==> config.mk <==
export PLATFORM = sky130hd
export DESIGN_NAME = alu_flat
export DESIGN_NICKNAME = d
export VERILOG_FILES = /design/src/design/cpu_isa_pkg.sv /design/src/design/cpu_ctrl_pkg.sv /design/src/design/cpu_ctrl_if.sv /design/src/design/alu.sv /design/src/flat_wrapper.sv
export VERILOG_INCLUDE_DIRS = /design/src /design/src/design
export SDC_FILE = /design/constraint.sdc
export NUM_CORES = 1
export LEC_CHECK = 0
export ABC_AREA = 1
export BUFFER_PORTS_ARGS = -buffer_cell sky130_fd_sc_hd__buf_2
export CAP_MARGIN = 15
export CORE_MARGIN = 2
export CORE_UTILIZATION = 45
export DETAILED_ROUTE_END_ITERATION = 10
export PLACE_DENSITY = 0.7
export SKIP_CTS_REPAIR_TIMING = 1
export SYNTH_ARGS = -nofsm -noshare
export SYNTH_HDL_FRONTEND = slang
export SYNTH_SLANG_ARGS = --single-unit
==> constraint.sdc <==
create_clock -name clk -period 11.28 [get_ports clk]
set_input_delay 2.256 -clock clk [delete_from_list [all_inputs] [get_ports clk]]
set_output_delay 2.256 -clock clk [all_outputs]
set_load 0.01 [all_outputs]
==> src/design/cpu_settings.svh <==
// ~~~~~~~~~~~~~~~~~~~~~~~~~~~~~~~~~~~~~~~~~~~~~~~~~
// Core-wide sizing for the register CPU
// Data path, program store, RAM and instruction widths
// ~~~~~~~~~~~~~~~~~~~~~~~~~~~~~~~~~~~~~~~~~~~~~~~~~
`ifndef CPU_SETTINGS_SVH
`define CPU_SETTINGS_SVH

// Width of one data byte on the buses
`define CPU_DATA_W 8

// Program store address width, 256 instructions
`define CPU_PADDR_W 8

// RAM address width, addressed by the MAR
`define CPU_DADDR_W 8

// General registers a to d
`define CPU_NREGS 4

// Wide instruction word
`define CPU_INST_W 24

`endif

==> src/design/cpu_isa_pkg.sv <==
// ~~~~~~~~~~~~~~~~~~~~~~~~~~~~~~~~~~~~~~~~~~~~~~~~~
// Instruction set types
// Data and address words, instruction layout, device selects
// ~~~~~~~~~~~~~~~~~~~~~~~~~~~~~~~~~~~~~~~~~~~~~~~~~
`default_nettype none

`include "cpu_settings.svh"

package cpu_isa_pkg;

    typedef logic [`CPU_DATA_W-1:0] data_t;
    typedef logic [`CPU_PADDR_W-1:0] paddr_t;

    // Pass right has no flag effect, everything else sets C and Z
    typedef enum logic [3:0] {alu_pass_r, alu_add, alu_adc, alu_sub,
                              alu_and, alu_or, alu_xor, alu_shl} alu_op_e;

    // Left bus sources, low two bits double as the register index
    typedef enum logic [2:0] {ldev_rega, ldev_regb, ldev_regc, ldev_regd, ldev_mar} ldev_e;

    // Right bus sources, immed comes from the instruction itself
    typedef enum logic [2:0] {rdev_rega, rdev_regb, rdev_regc, rdev_regd,
                              rdev_mar, rdev_ram, rdev_immed} rdev_e;

    // Write targets of the ALU result
    typedef enum logic [3:0] {targ_rega, targ_regb, targ_regc, targ_regd,
                              targ_mar, targ_ram, targ_pc, targ_out, targ_none} targ_e;

    // Execution condition tested against the stored flags
    typedef enum logic [1:0] {cond_always, cond_carry, cond_zero, cond_nzero} cond_e;

    // Instruction fields from the top bit down
    typedef struct packed {
        alu_op_e op;
        targ_e   targ;
        ldev_e   ldev;
        rdev_e   rdev;
        cond_e   cond;
        data_t   immed;
    } inst_t;

endpackage

`default_nettype wire

==> src/design/cpu_ctrl_pkg.sv <==
// ~~~~~~~~~~~~~~~~~~~~~~~~~~~~~~~~~~~~~~~~~~~~~~~~~
// Micro-control types
// Instruction phase and the ALU flag vector
// ~~~~~~~~~~~~~~~~~~~~~~~~~~~~~~~~~~~~~~~~~~~~~~~~~
`default_nettype none

package cpu_ctrl_pkg;

    // Idle while stopped, then three phases per instruction
    typedef enum logic [1:0] {phase_idle, phase_fetch, phase_decode, phase_exec} phase_e;

    // Carry in the top bit, zero in the bottom bit
    typedef logic [1:0] flags_t;

    // Bit positions inside flags_t
    localparam int flag_c_bit = 1;
    localparam int flag_z_bit = 0;

endpackage

`default_nettype wire

==> src/design/cpu_ctrl_if.sv <==
// ~~~~~~~~~~~~~~~~~~~~~~~~~~~~~~~~~~~~~~~~~~~~~~~~~
// Decoded control bundle
// Driven by the controller, read by the datapath blocks
// ~~~~~~~~~~~~~~~~~~~~~~~~~~~~~~~~~~~~~~~~~~~~~~~~~
`timescale 1ns/1ps
`default_nettype none

interface cpu_ctrl_if;

    // Current instruction phase
    cpu_ctrl_pkg::phase_e phase;

    // Instruction fields after decode
    cpu_isa_pkg::alu_op_e alu_op;
    cpu_isa_pkg::ldev_e   ldev;
    cpu_isa_pkg::rdev_e   rdev;
    cpu_isa_pkg::targ_e   targ;
    cpu_isa_pkg::data_t   immed;

    // High for the exec cycle of an instruction whose condition holds
    logic commit;

    modport ctrl (output phase, alu_op, ldev, rdev, targ, immed, commit);
    modport alu  (input alu_op, ldev, rdev, immed, commit);
    modport regs (input ldev, rdev, targ, commit);
    modport mem  (input targ, commit);
    modport pc   (input phase, targ, commit);

endinterface

`default_nettype wire

==> src/design/alu.sv <==
// ~~~~~~~~~~~~~~~~~~~~~~~~~~~~~~~~~~~~~~~~~~~~~~~~~
// ALU with operand buses and flag register
// Left and right bus muxes, function, carry and zero
// ~~~~~~~~~~~~~~~~~~~~~~~~~~~~~~~~~~~~~~~~~~~~~~~~~
`timescale 1ns/1ps
`default_nettype none

`include "cpu_settings.svh"

module alu (
    input  wire                  clk,
    input  wire                  rst_n,
    cpu_ctrl_if.alu              ctrl,
    input  cpu_isa_pkg::data_t   rd_l_data,
    input  cpu_isa_pkg::data_t   rd_r_data,
    input  cpu_isa_pkg::data_t   mar,
    input  cpu_isa_pkg::data_t   ram_rdata,
    output cpu_isa_pkg::data_t   alu_result,
    output cpu_ctrl_pkg::flags_t flags
);

    cpu_isa_pkg::data_t     lbus;
    cpu_isa_pkg::data_t     rbus;
    logic [`CPU_DATA_W:0]   wide;
    logic                   carry;
    logic                   carry_in;

    // Left bus, any register or the MAR
    assign lbus = (ctrl.ldev == cpu_isa_pkg::ldev_mar) ? mar : rd_l_data;

    // Right bus, registers, MAR, RAM or the immediate
    always_comb begin
        case (ctrl.rdev)
            cpu_isa_pkg::rdev_mar:   rbus = mar;
            cpu_isa_pkg::rdev_ram:   rbus = ram_rdata;
            cpu_isa_pkg::rdev_immed: rbus = ctrl.immed;
            default:                 rbus = rd_r_data;
        endcase
    end

    assign carry_in = flags[cpu_ctrl_pkg::flag_c_bit];

    // 9-bit result, top bit is the carry out
    always_comb begin
        case (ctrl.alu_op)
            cpu_isa_pkg::alu_add: wide = {1'b0, lbus} + {1'b0, rbus};
            cpu_isa_pkg::alu_adc: wide = {1'b0, lbus} + {1'b0, rbus} + {{`CPU_DATA_W{1'b0}}, carry_in};
            // Top bit is the borrow here
            cpu_isa_pkg::alu_sub: wide = {1'b0, lbus} - {1'b0, rbus};
            cpu_isa_pkg::alu_and: wide = {1'b0, lbus & rbus};
            cpu_isa_pkg::alu_or:  wide = {1'b0, lbus | rbus};
            cpu_isa_pkg::alu_xor: wide = {1'b0, lbus ^ rbus};
            // Bit shifted out lands in the carry
            cpu_isa_pkg::alu_shl: wide = {lbus, 1'b0};
            default:              wide = {1'b0, rbus};
        endcase
    end

    assign alu_result = wide[`CPU_DATA_W-1:0];

    // Carry means no borrow on subtract
    assign carry = (ctrl.alu_op == cpu_isa_pkg::alu_sub) ? !wide[`CPU_DATA_W] : wide[`CPU_DATA_W];

    // Flags move only on a committed operation other than pass
    always_ff @(posedge clk or negedge rst_n) begin
        if (!rst_n) begin
            flags <= '0;
        end else if (ctrl.commit && (ctrl.alu_op != cpu_isa_pkg::alu_pass_r)) begin
            flags[cpu_ctrl_pkg::flag_c_bit] <= carry;
            flags[cpu_ctrl_pkg::flag_z_bit] <= (alu_result == '0);
        end
    end

endmodule

`default_nettype wire

==> src/flat_wrapper.sv <==
// flat-port wrapper written by rule: the top's interface ports become plain ports
module alu_flat 
  (clk, rst_n, rd_l_data, rd_r_data, mar, ram_rdata, alu_result, flags, ctrl_alu_op, ctrl_ldev, ctrl_rdev, ctrl_immed, ctrl_commit);
  cpu_ctrl_if ctrl_i ();
  input  wire clk;
  input  wire rst_n;
  input  cpu_isa_pkg::data_t rd_l_data;
  input  cpu_isa_pkg::data_t rd_r_data;
  input  cpu_isa_pkg::data_t mar;
  input  cpu_isa_pkg::data_t ram_rdata;
  output cpu_isa_pkg::data_t alu_result;
  output cpu_ctrl_pkg::flags_t flags;
  input wire logic [$bits(ctrl_i.alu_op)-1:0] ctrl_alu_op;
  input wire logic [$bits(ctrl_i.ldev)-1:0] ctrl_ldev;
  input wire logic [$bits(ctrl_i.rdev)-1:0] ctrl_rdev;
  input wire logic [$bits(ctrl_i.immed)-1:0] ctrl_immed;
  input wire logic [$bits(ctrl_i.commit)-1:0] ctrl_commit;
  assign ctrl_i.alu_op = ctrl_alu_op;
  assign ctrl_i.ldev = ctrl_ldev;
  assign ctrl_i.rdev = ctrl_rdev;
  assign ctrl_i.immed = ctrl_immed;
  assign ctrl_i.commit = ctrl_commit;
  alu u_core (.clk(clk), .rst_n(rst_n), .ctrl(ctrl_i), .rd_l_data(rd_l_data), .rd_r_data(rd_r_data), .mar(mar), .ram_rdata(ram_rdata), .alu_result(alu_result), .flags(flags));
endmodule
Word-level counts from Yosys, hierarchy flattened
Cells that the tools add are included.
{"block": "totals", "reg_bits": 2, "latchBits": 0, "mem_bits_rw": 0, "rom_bits": 0, "input_bits": 53, "out_inout_bits": 10, "wordCells": 26, "n_memories": 0}
{"block": "op_classes", "n_addsub": 3, "mul": 0, "div_mod_pow": 0, "order_cmp": 0, "n_eq_ne": 11, "shifts": 0, "mux": 4, "n_bitwise": 3, "reduce_logical": 4}
{"operator": "9-bit case mux with 7 select lines", "n": 1}
{"operator": "8-bit case mux with 3 select lines", "n": 1}
{"operator": "4-bit by 3-bit equality test with 1-bit output (second input constant)", "n": 4}
{"operator": "3-bit equality test (second input constant)", "n": 4}
{"operator": "8-bit by 8-bit adder with 9-bit output", "n": 1}
{"operator": "9-bit by 1-bit adder with 9-bit output", "n": 1}
{"operator": "8-bit by 8-bit subtractor with 9-bit output", "n": 1}
{"operator": "8-bit bitwise AND", "n": 1}
{"operator": "4-bit by 2-bit equality test with 1-bit output (second input constant)", "n": 2}
{"operator": "8-bit logical NOT", "n": 1}
{"operator": "8-bit 2-to-1 mux", "n": 1}
{"operator": "8-bit bitwise OR", "n": 1}
{"operator": "8-bit bitwise XOR", "n": 1}
{"operator": "4-bit by 1-bit equality test with 1-bit output (second input constant)", "n": 1}
{"operator": "4-bit nonzero test", "n": 1}
{"operator": "1-bit logical AND", "n": 1}
{"operator": "1-bit logical NOT", "n": 1}
{"operator": "1-bit 2-to-1 mux", "n": 1}

Depth between registers and ports, before layout
Gate-level depths: netlist (run 1).
{"block": "depth", "word_depth": 7, "ltp_mapped": 23, "depth_no_buf": 23}

Worst setup path before layout (run 1)
OpenSTA, ideal clock, no wires.
{"block": "synth_path", "path_type": "input-to-output", "from": "input port ctrl_rdev[1]", "to": "output port alu_result[6]", "t_arrival_ns": 4.504, "t_required_ns": 9.024, "setup_slack_ns": 4.520, "path_stages": 19, "path_buffers": 0, "cell_sequence": "inv_1 > nand2_2 > nor2_2 > nand2_1 > nand3_1 > nand2_1 > inv_1 > ha_1 > fa_1 > ha_1 > nand3_1 > inv_1 > nand3_1 > nor2_2 > a21oi_1 > o21ai_0 > nand2_1 > nand2_1 > inv_1"}
{"block": "synth_via", "elab_chain_cells": 5, "word_cells_on_any_way": 11, "classes_between": "add/sub: 3; eq/ne: 3; mux: 2; bitwise: 3"}
{"item": "start, declared", "line_no": "flat_wrapper.sv:15", "rtl": "input wire logic [$bits(ctrl_i.rdev)-1:0] ctrl_rdev;"}
{"item": "3-bit equality test", "line_no": "alu.sv:33", "rtl": "case (ctrl.rdev)"}
{"item": "8-bit case mux with 3 select lines (*)", "line_no": "alu.sv:33"}
{"item": "8-bit by 8-bit adder with 9-bit output", "line_no": "alu.sv:46, alu.sv:47"}
{"item": "9-bit by 1-bit adder with 9-bit output", "line_no": "alu.sv:47", "rtl": "cpu_isa_pkg::alu_adc: wide = {1'b0, lbus} + {1'b0, rbus} + {{`CPU_DATA_W{1'b0}}, carry_in};"}
{"item": "9-bit case mux with 7 select lines (*)", "line_no": "alu.sv:45", "rtl": "case (ctrl.alu_op)"}
{"item": "end, declared", "line_no": "flat_wrapper.sv:11", "rtl": "output cpu_isa_pkg::data_t alu_result;"}
Every way passes the cells marked *; elsewhere a longest branch is shown, timed or not.

Final worst setup path (run 1)
Same ends and word-level chain as after synthesis.

==> results.md, run 1 <==
* Crit Path Category: in -> out
* Largest register FFs at 2
* Final hold vios at 0
* Routed vias/inst at 5.19
* Final setup skew at 0.00234 ns
* Final worst-path cycle share at 64.8%
* Main area contributors after synthesis: nand2_1 22%, ha_1 14%, nand3_1 13%, inv_1 11%, nor2_1 7.2%
* Clock sinks at 2
* Achievable Freq at 137 MHz
* Crit-path slowest cell: fa_1
* TritonCTS Buffers at 3
* Cell chain of the critical path: buf_2 -> inv_1 -> nand2_2 -> nor2_2 -> nand2_1 -> nand3_1 -> nand2_1 -> inv_1 -> ha_1 -> fa_1 -> ha_1 -> nand3_1 -> inv_1 -> nand3_1 -> nor2_2 -> a21oi_1 -> o21ai_0 -> nand2_1 -> nand2_1 -> inv_1 -> buf_2
* Critical path peak fanout at 8
* Pleak at 1.57 nW
* CTS root buffer: clkbuf_8
* Flop-to-flop setup slack at 9.36 ns
* First-pass GRT wire length at 11600 µm
* Mean Syn Cell Area at 5.20 µm²
* Relative slew slack at 60.8%
* Min cycle time layout at 7.31 ns
* Commonest non-fill, non-tap cell in the layout: nand2_1
* I/O pin cnt at 63
* Hold_sp: u_core.flags[0]
* Register bit count reported by yosys at 2
* Layout Nets at 575
* Crit path buffers/inverters at 6
* Starting Density at 47.0%
* Yosys top cell by area: nand2_1
* Worst endpoint required time at 9.02 ns
* Most frequent cells in the layout: 133 x nand2_1, 64 x inv_1, 62 x buf_2
* # Max-Cap Violations at 0
* Vias in the first global route at 2569
* Post-Route WL at 7040 µm
* Gr usage total at 26.4%
* I/O Buffers at 62
* First drt pass iteration count at 5
* Hold WS at 0.471 ns
* CP startpoint kind: input pin
* Main synth FF type: dfrtp_1
* Antenna violations before repair at 0
* Synth top area share at 22.2%
* Share of layout cells above drive strength 1 at 19.7%
* Post-Syn Nets at 514
* Gr ovfl total at 0
* Final antenna-violating net count at 0
* Sequential fraction of the synthesis area at 2.22%
* CORE AREA at 4790 µm²
* Detailed placer's ending HPWL at 6040 µm
* Post-route DRC violation count at 0
* Initial DRC Count at 224
* Clock slew at reported path FFs at 0.03 ns
* Worst hold path class: reg -> reg
* Mapped Cells at 433
* Final setup viols at 0
* IR drop worst, VDD at 0.0000275 V
* DR WL/cell at 12.6 µm
* Post-synth EDFFs at 0
* Biggest register: u_core.flags
* R2R depth at 13
* Worst-margin pin slew at 0.582 ns
* CTS tree: built
* TNS Setup at 0 ns
* Cell area after synthesis at 2250 µm²
* Die X at 74.7 µm
* Largest regs: u_core.flags: 2 flops
* CP arrival at 5.06 ns
* RSZ-0062 raised after global routing: false
* Ys async rst share at 100%
* RR Endpoint: u_core.flags[0]
* CP peak stage delay at 0.48 ns
* CP endpoint kind: output pin
* Library cells used by synthesis at 31
* Row count at 25
* WHS Path Cells at 2
* R2R Path Start: u_core.flags[1]
* Full die area at 5580 µm²
* Slew Viols, Final at 0
* Worst Hold End: u_core.flags[0]
* H-tree depth at 1
* Final Power at 0.000191 W
* Ant diodes at 0
* Maximum clock path buffer count at 2
* Status: completed
* Synth Warn # at 0
* Syn-to-layout area delta at 17.7%
* Pwr/cell area at 72.0 nW/µm²
* Vias at 2904
* Largest net degree at the start of global routing at 16
* Gpl congestion at 1.03
* Die Ht at 74.7 µm
* CP top delay family: simple AND/OR/NAND/NOR gates
* Clock Latency Late Sink at 0.21 ns
-- power breakdown --
part,switching (W),total [W],internal [W]
Combinational,0.000102,0.000154,0.0000523
Clock,0.00000559,0.0000281,0.0000226
Sequential,0.000000738,0.00000850,0.00000776
-- cells in the mapped netlist, drive strengths merged (3+ instances only) --
library cell / instances
inv: 76
o21ai: 22
ha: 26
nand3b: 7
a21oi: 14
nand4: 8
nand3: 59
buf: 6
or2: 6
nor2: 53
nand2: 141
o21a: 3
-- routing by layer --
metal  vias up  wire, µm  global-route usage, %  share of wire (%)
met5         -         0                      0                  0
met4         0       207                   7.34                2.9
li1       1497         -                      -                  -
met3        18       483                   2.81                6.9
met2       142      3080                   43.8                 44
met1      1247      3270                   36.4                 46
-- cell families (layout without fill, tap and decap cells) --
logic type / count (synthesis) / after routing / synth area share, %
AND/OR/NAND/NOR: 274 / 274 / 54.6
buffers and inverters: 82 / 141 / 14.4
adder cells (fa/ha/maj): 28 / 28 / 16.2
AO/OA/AOI/OAI: 47 / 47 / 12.5
flip-flops: 2 / 2 / 2.22
-- per-stage QoR --
stage / std cells / setup WS, ns / area, µm² / utilization, %
global placement: 556 / 4.13 / 2610 / 54.5
global route: 559 / 3.67 / 2650 / 55.3
finish: 559 / 3.97 / 2650 / 55.3
floorplan: 433 / 4.52 / 2250 / -
detailed placement: 556 / 4.01 / 2610 / 54.5
CTS: 559 / 4.02 / 2650 / 55.3
-- worst min-delay path, stage by stage (launching register included) --
cell     delay, ns
dfrtp_1       0.33
nand2_1       0.05
nand2_1       0.05
-- cell type report --
cell class / count / area, µm²
Sequential cell: 2 / 50.0
Clock buffer: 3 / 41.3
Inverter: 76 / 288
Tap cell: 67 / 83.8
Multi-Input combinational cell: 349 / 1880
Timing Repair Buffer: 62 / 310
Fill cell: 517 / 2140
-- worst max-delay path by stage --
stage | from | end | slack, ns | cells past startpoint
2_1_floorplan | ctrl_rdev[1] | alu_result[6] | 4.52 | 19
4_1_cts | ctrl_rdev[1] | alu_result[6] | 4.02 | 21
3_3_place_gp | ctrl_rdev[1] | alu_result[6] | 4.13 | 21
5_1_grt | ctrl_rdev[1] | alu_result[7] | 3.67 | 23
6_report | ctrl_rdev[1] | alu_result[6] | 3.97 | 21
3_5_place_dp | ctrl_rdev[1] | alu_result[6] | 4.01 | 21
Power figures use the tool's default switching activity.
==> run 2, diff against run 1 <==
Settings changed: ABC_AREA 1 to 0, PLACE_DENSITY 0.7 to 0.73.
Clock period 11.28 ns to 6.5 ns, I/O delays scaled along.
==> run 2 against run 1 <==
Effect of this change: hold slack better by 0.0092 ns; critical path depth fell by 8; synthesized area grew 3.8%; count of clock-buffer cells in the layout stayed put; sequential power grew 66%; clock power increased by 76%; wire length increased by 2.1%; via count shrank 6.7%; largest cell class unchanged.
==> results.md, run 2 <==
* Final hold vios at 0 (unchanged)
* R2R Path Start: u_core.flags[1]
* Antenna violations before repair at 0 (unchanged)
* Filler cell count at 488 (-5.6%)
* RSZ-0062 raised after global routing: false
* Final setup viols at 0 (unchanged)
* Pwr/cell area at 129 nW/µm² (+78%)
* IR drop worst, VDD at 0.0000556 V (+100%)
* Final worst-path cycle share at 93.4%
* Post-Route WL at 7180 µm (+2.1%)
* Multi-input gate area at 2060 µm² (+9.7%)
* Clock sinks at 2 (unchanged)
* Relative slew slack at 29.7% (-31 points)
* Achievable Freq at 165 MHz
* Worst-margin pin slew at 1.04 ns (+0.460 ns)
* Biggest register: u_core.flags
* First-pass GRT wire length at 12300 µm (+6.0%)
* Share of layout cells above drive strength 1 at 24.9% (+5.2 points)
* Post-synth EDFFs at 0 (unchanged)
* Yosys top cell by area: ha_1
* CORE AREA at 5040 µm² (+5.4%)
* Clock slew at reported path FFs at 0.03 ns (about the same)
* Vias at 2710 (-6.7%)
* Status: completed
* Sequential fraction of the synthesis area at 2.14% (-0.082 points)
* Layout Nets at 452 (-21%)
* WL met3 at 497 µm (+2.9%)
* Final setup skew at 0.000359 ns (-0.00198 ns)
* Die Ht at 76.1 µm (+1.8%)
* CP arrival at 4.77 ns (-0.29 ns)
* Final antenna-violating net count at 0 (unchanged)
* Synth Warn # at 0 (unchanged)
* Commonest non-fill, non-tap cell in the layout: buf_2
* Vias in the first global route at 2544 (-0.97%)
* Post-Syn Nets at 402 (-22%)
* Largest net degree at the start of global routing at 25 (+9)
* Slew Viols, Final at 0 (unchanged)
* Crit Path Category: in -> out
* Maximum clock path buffer count at 2 (unchanged)
* Mapped Cells at 321 (-26%)
* TNS Setup at 0 ns (unchanged)
* Final core occ at 53.5% (-1.8 points)
* Routed vias/inst at 6.17 (+19%)
* Most common cell in the synthesized netlist: inv_1
* Worst hold path class: reg -> reg
* Post-route DRC violation count at 0 (unchanged)
* H-tree depth at 1 (unchanged)
* I/O Buffers at 62 (unchanged)
* Hold_sp: u_core.flags[0]
* Library cells used by synthesis at 65 (+110%)
* Full die area at 5780 µm² (+3.6%)
* FF+latch area at 50.0 µm² (unchanged)
* TritonCTS Buffers at 3 (unchanged)
* Gr usage total at 24.9% (-1.5 points)
* DR WL/cell at 16.4 µm (+30%)
* Worst endpoint required time at 5.20 ns (-3.82 ns)
* Main synth FF type: dfrtp_1
* Min cycle time layout at 6.07 ns
* Top cells by count, synth: 31 x inv_1, 26 x ha_1, 23 x a21oi_1
* CTS root buffer: clkbuf_8
* Pleak at 1.21 nW (-23%)
* M1 wire length at 3190 µm (-2.3%)
* Register bit count reported by yosys at 2 (unchanged)
* Detailed placer's ending HPWL at 5660 µm (-6.3%)
* Row count at 26 (+4.0%)
* Gpl congestion at 0.903 (-12%)
* Most frequent cells in the layout: 62 x buf_2, 31 x inv_1, 26 x ha_1
* # Max-Cap Violations at 0 (unchanged)
* Cell area after synthesis at 2340 µm² (+3.8%)
* Mean Syn Cell Area at 7.28 µm² (+40%)
* Largest regs: u_core.flags: 2 flops
* CTS tree: built
* Initial DRC Count at 227 (+1.3%)
* Worst setup startpoint: ctrl_rdev[1]
* First drt pass iteration count at 5 (unchanged)
* CP startpoint kind: input pin
* Main area contributors after synthesis: ha_1 14%, inv_1 5.0%, a21oi_1 4.9%, mux2_2 4.8%, mux2i_1 4.7%
* Synth top area share at 13.9% (-8.3 points)
* I/O pin cnt at 63 (unchanged)
* Ant diodes at 0 (unchanged)
* Top Metal Used: met4
* Die X at 76.1 µm (+1.8%)
* CP endpoint kind: output pin
* Gr ovfl total at 0 (unchanged)
* Critical path peak fanout at 22 (+14)
* Ys async rst share at 100% (unchanged)
* Met2 WL at 3290 µm (+7.0%)
* Syn-to-layout area delta at 15.6%
* Largest register FFs at 2 (unchanged)
* Starting Density at 46.3% (-0.68 points)
* Clock Latency Late Sink at 0.21 ns (about the same)
## run 2: worst paths after layout
kind,end,slack [ns],cells past startpoint
setup / recovery,alu_result[6],0.43,13
hold / removal,u_core.flags[0],0.48,2
setup reg to reg,u_core.flags[0],3.68,9
hold reg to reg,u_core.flags[0],0.48,2
max in group asynchronous,u_core.flags[0],5.54,1
min in group asynchronous,u_core.flags[1],0.87,1
## run 2: per-stage QoR
stage          hold slack [ns]  cells  total power (W)  setup slack, ns  area, µm²
2_1_floorplan            0.517    321         0.000222            0.910       2340
3_3_place_gp             0.463    436         0.000286            0.548       2660
3_5_place_dp             0.462    436         0.000292            0.429       2660
4_1_cts                  0.476    439         0.000344            0.421       2700
5_1_grt                  0.523    439         0.000382            0.169       2700
6_report                 0.480    439         0.000347            0.431       2700
## run 2: kinds of logic after synthesis
| kind of cell | Yosys count | synth area share (%) |
|---|---|---|
| AO/OA/AOI/OAI | 111 | 34.9 |
| AND/OR/NAND/NOR | 95 | 23.6 |
| buffers and inverters | 53 | 9.80 |
| adder cells (fa/ha/maj) | 28 | 15.6 |
| multiplexers | 21 | 9.53 |
| XOR/XNOR | 11 | 4.45 |
| flip-flops | 2 | 2.14 |
## run 2: layer usage
layer / GRT usage (%) / vias to the layer above
met5: 0 / -
met4: 8.36 / 0
met3: 3.32 / 15
met2: 41.2 / 121
met1: 33.4 / 1266
li1: - / 1308
## run 2: area by class of cell
class / count / share of cell area (%)
multi-input cells: 266 / 76.2
inverters: 31 / 4.31
repair buffers: 67 / 12.9
clock buffers: 3 / 1.53
well taps: 70 / 3.24
flip-flops and latches: 2 / 1.85
## run 2: critical path, stage by stage
cell and delay, ns:
buf_2 0.34, mux2_2 0.39, o22ai_1 0.10, a21oi_1 0.11, ha_1 0.30, fa_1 0.54
a211oi_2 0.35, o22ai_1 0.14, or4b_4 0.52, xor2_1 0.17, a21oi_1 0.08, a22oi_1 0.23
buf_2 0.19
## run 2: power breakdown
part / switching, W / leakage [nW] / internal, W
Combinational: 0.000167 / 1.16 / 0.000117
Sequential: 0.000000886 / 0.0274 / 0.0000132
Clock: 0.0000103 / 0.0216 / 0.0000392
==> run 3, diff against run 2 <==
Settings changed: PLACE_DENSITY 0.73 to 0.7.
Clock period 6.5 ns to 7.5 ns, I/O delays scaled along.
==> run 3 against run 2 <==
Effect of this change: final area shrank 1.1%; power is 15% lower; non-clock buffer count decreased by 4; largest power group unchanged; critical path depth decreased by 1; die area stayed put; clock skew rose by 0.0035 ns; combinational power decreased by 15%; register-to-register slack improved by 0.97 ns; count of clock-buffer cells in the layout did not move; via count decreased by 2.5%; final cell count fell by 0.91%; critical path type unchanged; worst setup slack improved by 0.50 ns.
==> results.md, run 3 (synthesis gave the netlist of run 2 again) <==
* Pleak at 1.19 nW (-1.6%)
* First drt pass iteration count at 4 (-1)
* Antenna violations before repair at 0 (unchanged)
* Starting Density at 46.3% (unchanged)
* First-pass GRT wire length at 11500 µm (-6.3%)
* Ant diodes at 0 (unchanged)
* Worst hold path class: reg -> reg
* H-tree depth at 1 (unchanged)
* Final hold vios at 0 (unchanged)
* Die Ht at 76.1 µm (unchanged)
* Comb pwr share at 81.6% (about the same)
* Share of layout cells above drive strength 1 at 24.1% (-0.82 points)
* Largest regs: u_core.flags: 2 flops
* Largest register FFs at 2 (unchanged)
* Clk pwr share at 14.3% (about the same)
* TritonCTS Buffers at 3 (unchanged)
* I/O Buffers at 62 (unchanged)
* Post-route DRC violation count at 0 (unchanged)
* Relative slew slack at 31.0% (+1.3 points)
* Worst setup startpoint: ctrl_rdev[1]
* Die X at 76.1 µm (unchanged)
* Slew Viols, Final at 0 (unchanged)
* Largest net degree at the start of global routing at 25 (unchanged)
* Placed inst area at 2630 µm² (-1.1%)
* Vias in the first global route at 2376 (-6.6%)
* Pwr/cell area at 110 nW/µm² (-14%)
* Routed vias/inst at 6.08 (-1.6%)
* Worst endpoint required time at 6.00 ns (+0.80 ns)
* TNS Setup at 0 ns (unchanged)
* Min cycle time layout at 6.57 ns
* CP arrival at 5.07 ns (+0.30 ns)
* Achievable Freq at 152 MHz
* Net Sw Frac at 51.2% (about the same)
* Critical path peak fanout at 22 (unchanged)
* Clock Latency Late Sink at 0.21 ns (about the same)
* Biggest register: u_core.flags
* Hold_sp: u_core.flags[0]
* CP endpoint kind: output pin
* Layout Nets at 448 (-0.88%)
* Gpl congestion at 0.864 (-4.3%)
* Commonest non-fill, non-tap cell in the layout: buf_2
* Pint at 0.000144 W (-15%)
* Post-Route WL at 6840 µm (-4.7%)
* IR drop worst, VDD at 0.0000520 V (-6.5%)
* Busiest layer in global routing: met2
* Initial DRC Count at 256 (+13%)
* Worst-margin pin slew at 1.02 ns (-0.0198 ns)
* Flop pwr share at 4.1% (about the same)
* I/O pin cnt at 63 (unchanged)
* CTS tree: built
* DR WL/cell at 15.7 µm (-3.9%)
* Gr ovfl total at 0 (unchanged)
* Final Instance Area at 2670 µm² (-1.1%)
* Placed cells at 432 (-0.92%)
* Gr usage total at 23.1% (-1.8 points)
* R2R Path Start: u_core.flags[1]
* Crit Path Category: in -> out
* Met1 usage at 32.4% (-1.0 points)
* Final worst-path cycle share at 87.6%
* Switching pwr at 0.000151 W (-15%)
* Most frequent cells in the layout: 62 x buf_2, 31 x inv_1, 26 x ha_1
* Final core occ at 53.0% (-0.60 points)
* Finished Layout Cells at 435 (-0.91%)
* Full die area at 5780 µm² (unchanged)
* Clock slew at reported path FFs at 0.02 ns (about the same)
* Final antenna-violating net count at 0 (unchanged)
* Vias at 2643 (-2.5%)
* RSZ-0062 raised after global routing: false
* Clock sinks at 2 (unchanged)
* Row count at 26 (unchanged)
* Status: completed
* Detailed placer's ending HPWL at 5470 µm (-3.5%)
* # Max-Cap Violations at 0 (unchanged)
* Met2 Usage GRT at 39.4% (-1.8 points)
* CORE AREA at 5040 µm² (unchanged)
* CP startpoint kind: input pin
* M3 GR Usage at 2.25% (-1.1 points)
* Final setup viols at 0 (unchanged)
* Syn-to-layout area delta at 14.3%
* Maximum clock path buffer count at 2 (unchanged)
* CTS root buffer: clkbuf_8
* Final setup skew at 0.00386 ns (+0.00350 ns)
-- run 3: power groups by stage --
stage / registers, W / logic [W] / clock network (W)
after global placement: 0.0000123 / 0.000232 / 0
after global routing: 0.0000123 / 0.000267 / 0.0000439
after CTS: 0.0000122 / 0.000237 / 0.0000426
final: 0.0000122 / 0.000240 / 0.0000421
after detailed placement: 0.0000123 / 0.000236 / 0
after floorplan: 0.0000122 / 0.000181 / 0
-- run 3: critical path, cell delays in order --
cell and delay (ns):
buf_2 0.33, mux2_2 0.38, o221ai_1 0.46, inv_1 0.17
fa_1 0.56, a211oi_2 0.33, o22ai_1 0.13, or4b_4 0.52
xor2_1 0.18, a21oi_1 0.08, a22oi_1 0.23, buf_2 0.18
-- run 3: per-stage QoR --
stage	total power, W	worst slack, ns	hold slack (ns)
floorplan	0.000193	1.51	0.517
global placement	0.000244	0.997	0.464
detailed placement	0.000248	0.935	0.457
CTS	0.000291	0.950	0.471
global route	0.000324	0.646	0.523
finish	0.000294	0.931	0.482
-- run 3: cell type report --
class                   instances  area (µm²)
inverters                      31         116
clock buffers                   3        41.3
flip-flops and latches          2        50.0
repair buffers                 63         318
fillers                       492        2370
well taps                      70        87.6
multi-input cells             266        2060
-- run 3: final timing paths --
kind | to | slack [ns] | depth (start not counted)
setup / recovery | alu_result[6] | 0.93 | 12
hold / removal | u_core.flags[0] | 0.48 | 2
setup reg to reg | u_core.flags[0] | 4.65 | 9
hold reg to reg | u_core.flags[0] | 0.48 | 2
max in group asynchronous | u_core.flags[0] | 6.33 | 1
min in group asynchronous | u_core.flags[1] | 1.07 | 1
-- run 3: layer usage --
layer  vias to the layer above  share of wire [%]
li1                       1309                  -
met1                      1194                 45
met2                       129                 45
met3                        11                8.1
met4                         0                1.4
met5                         -                  0
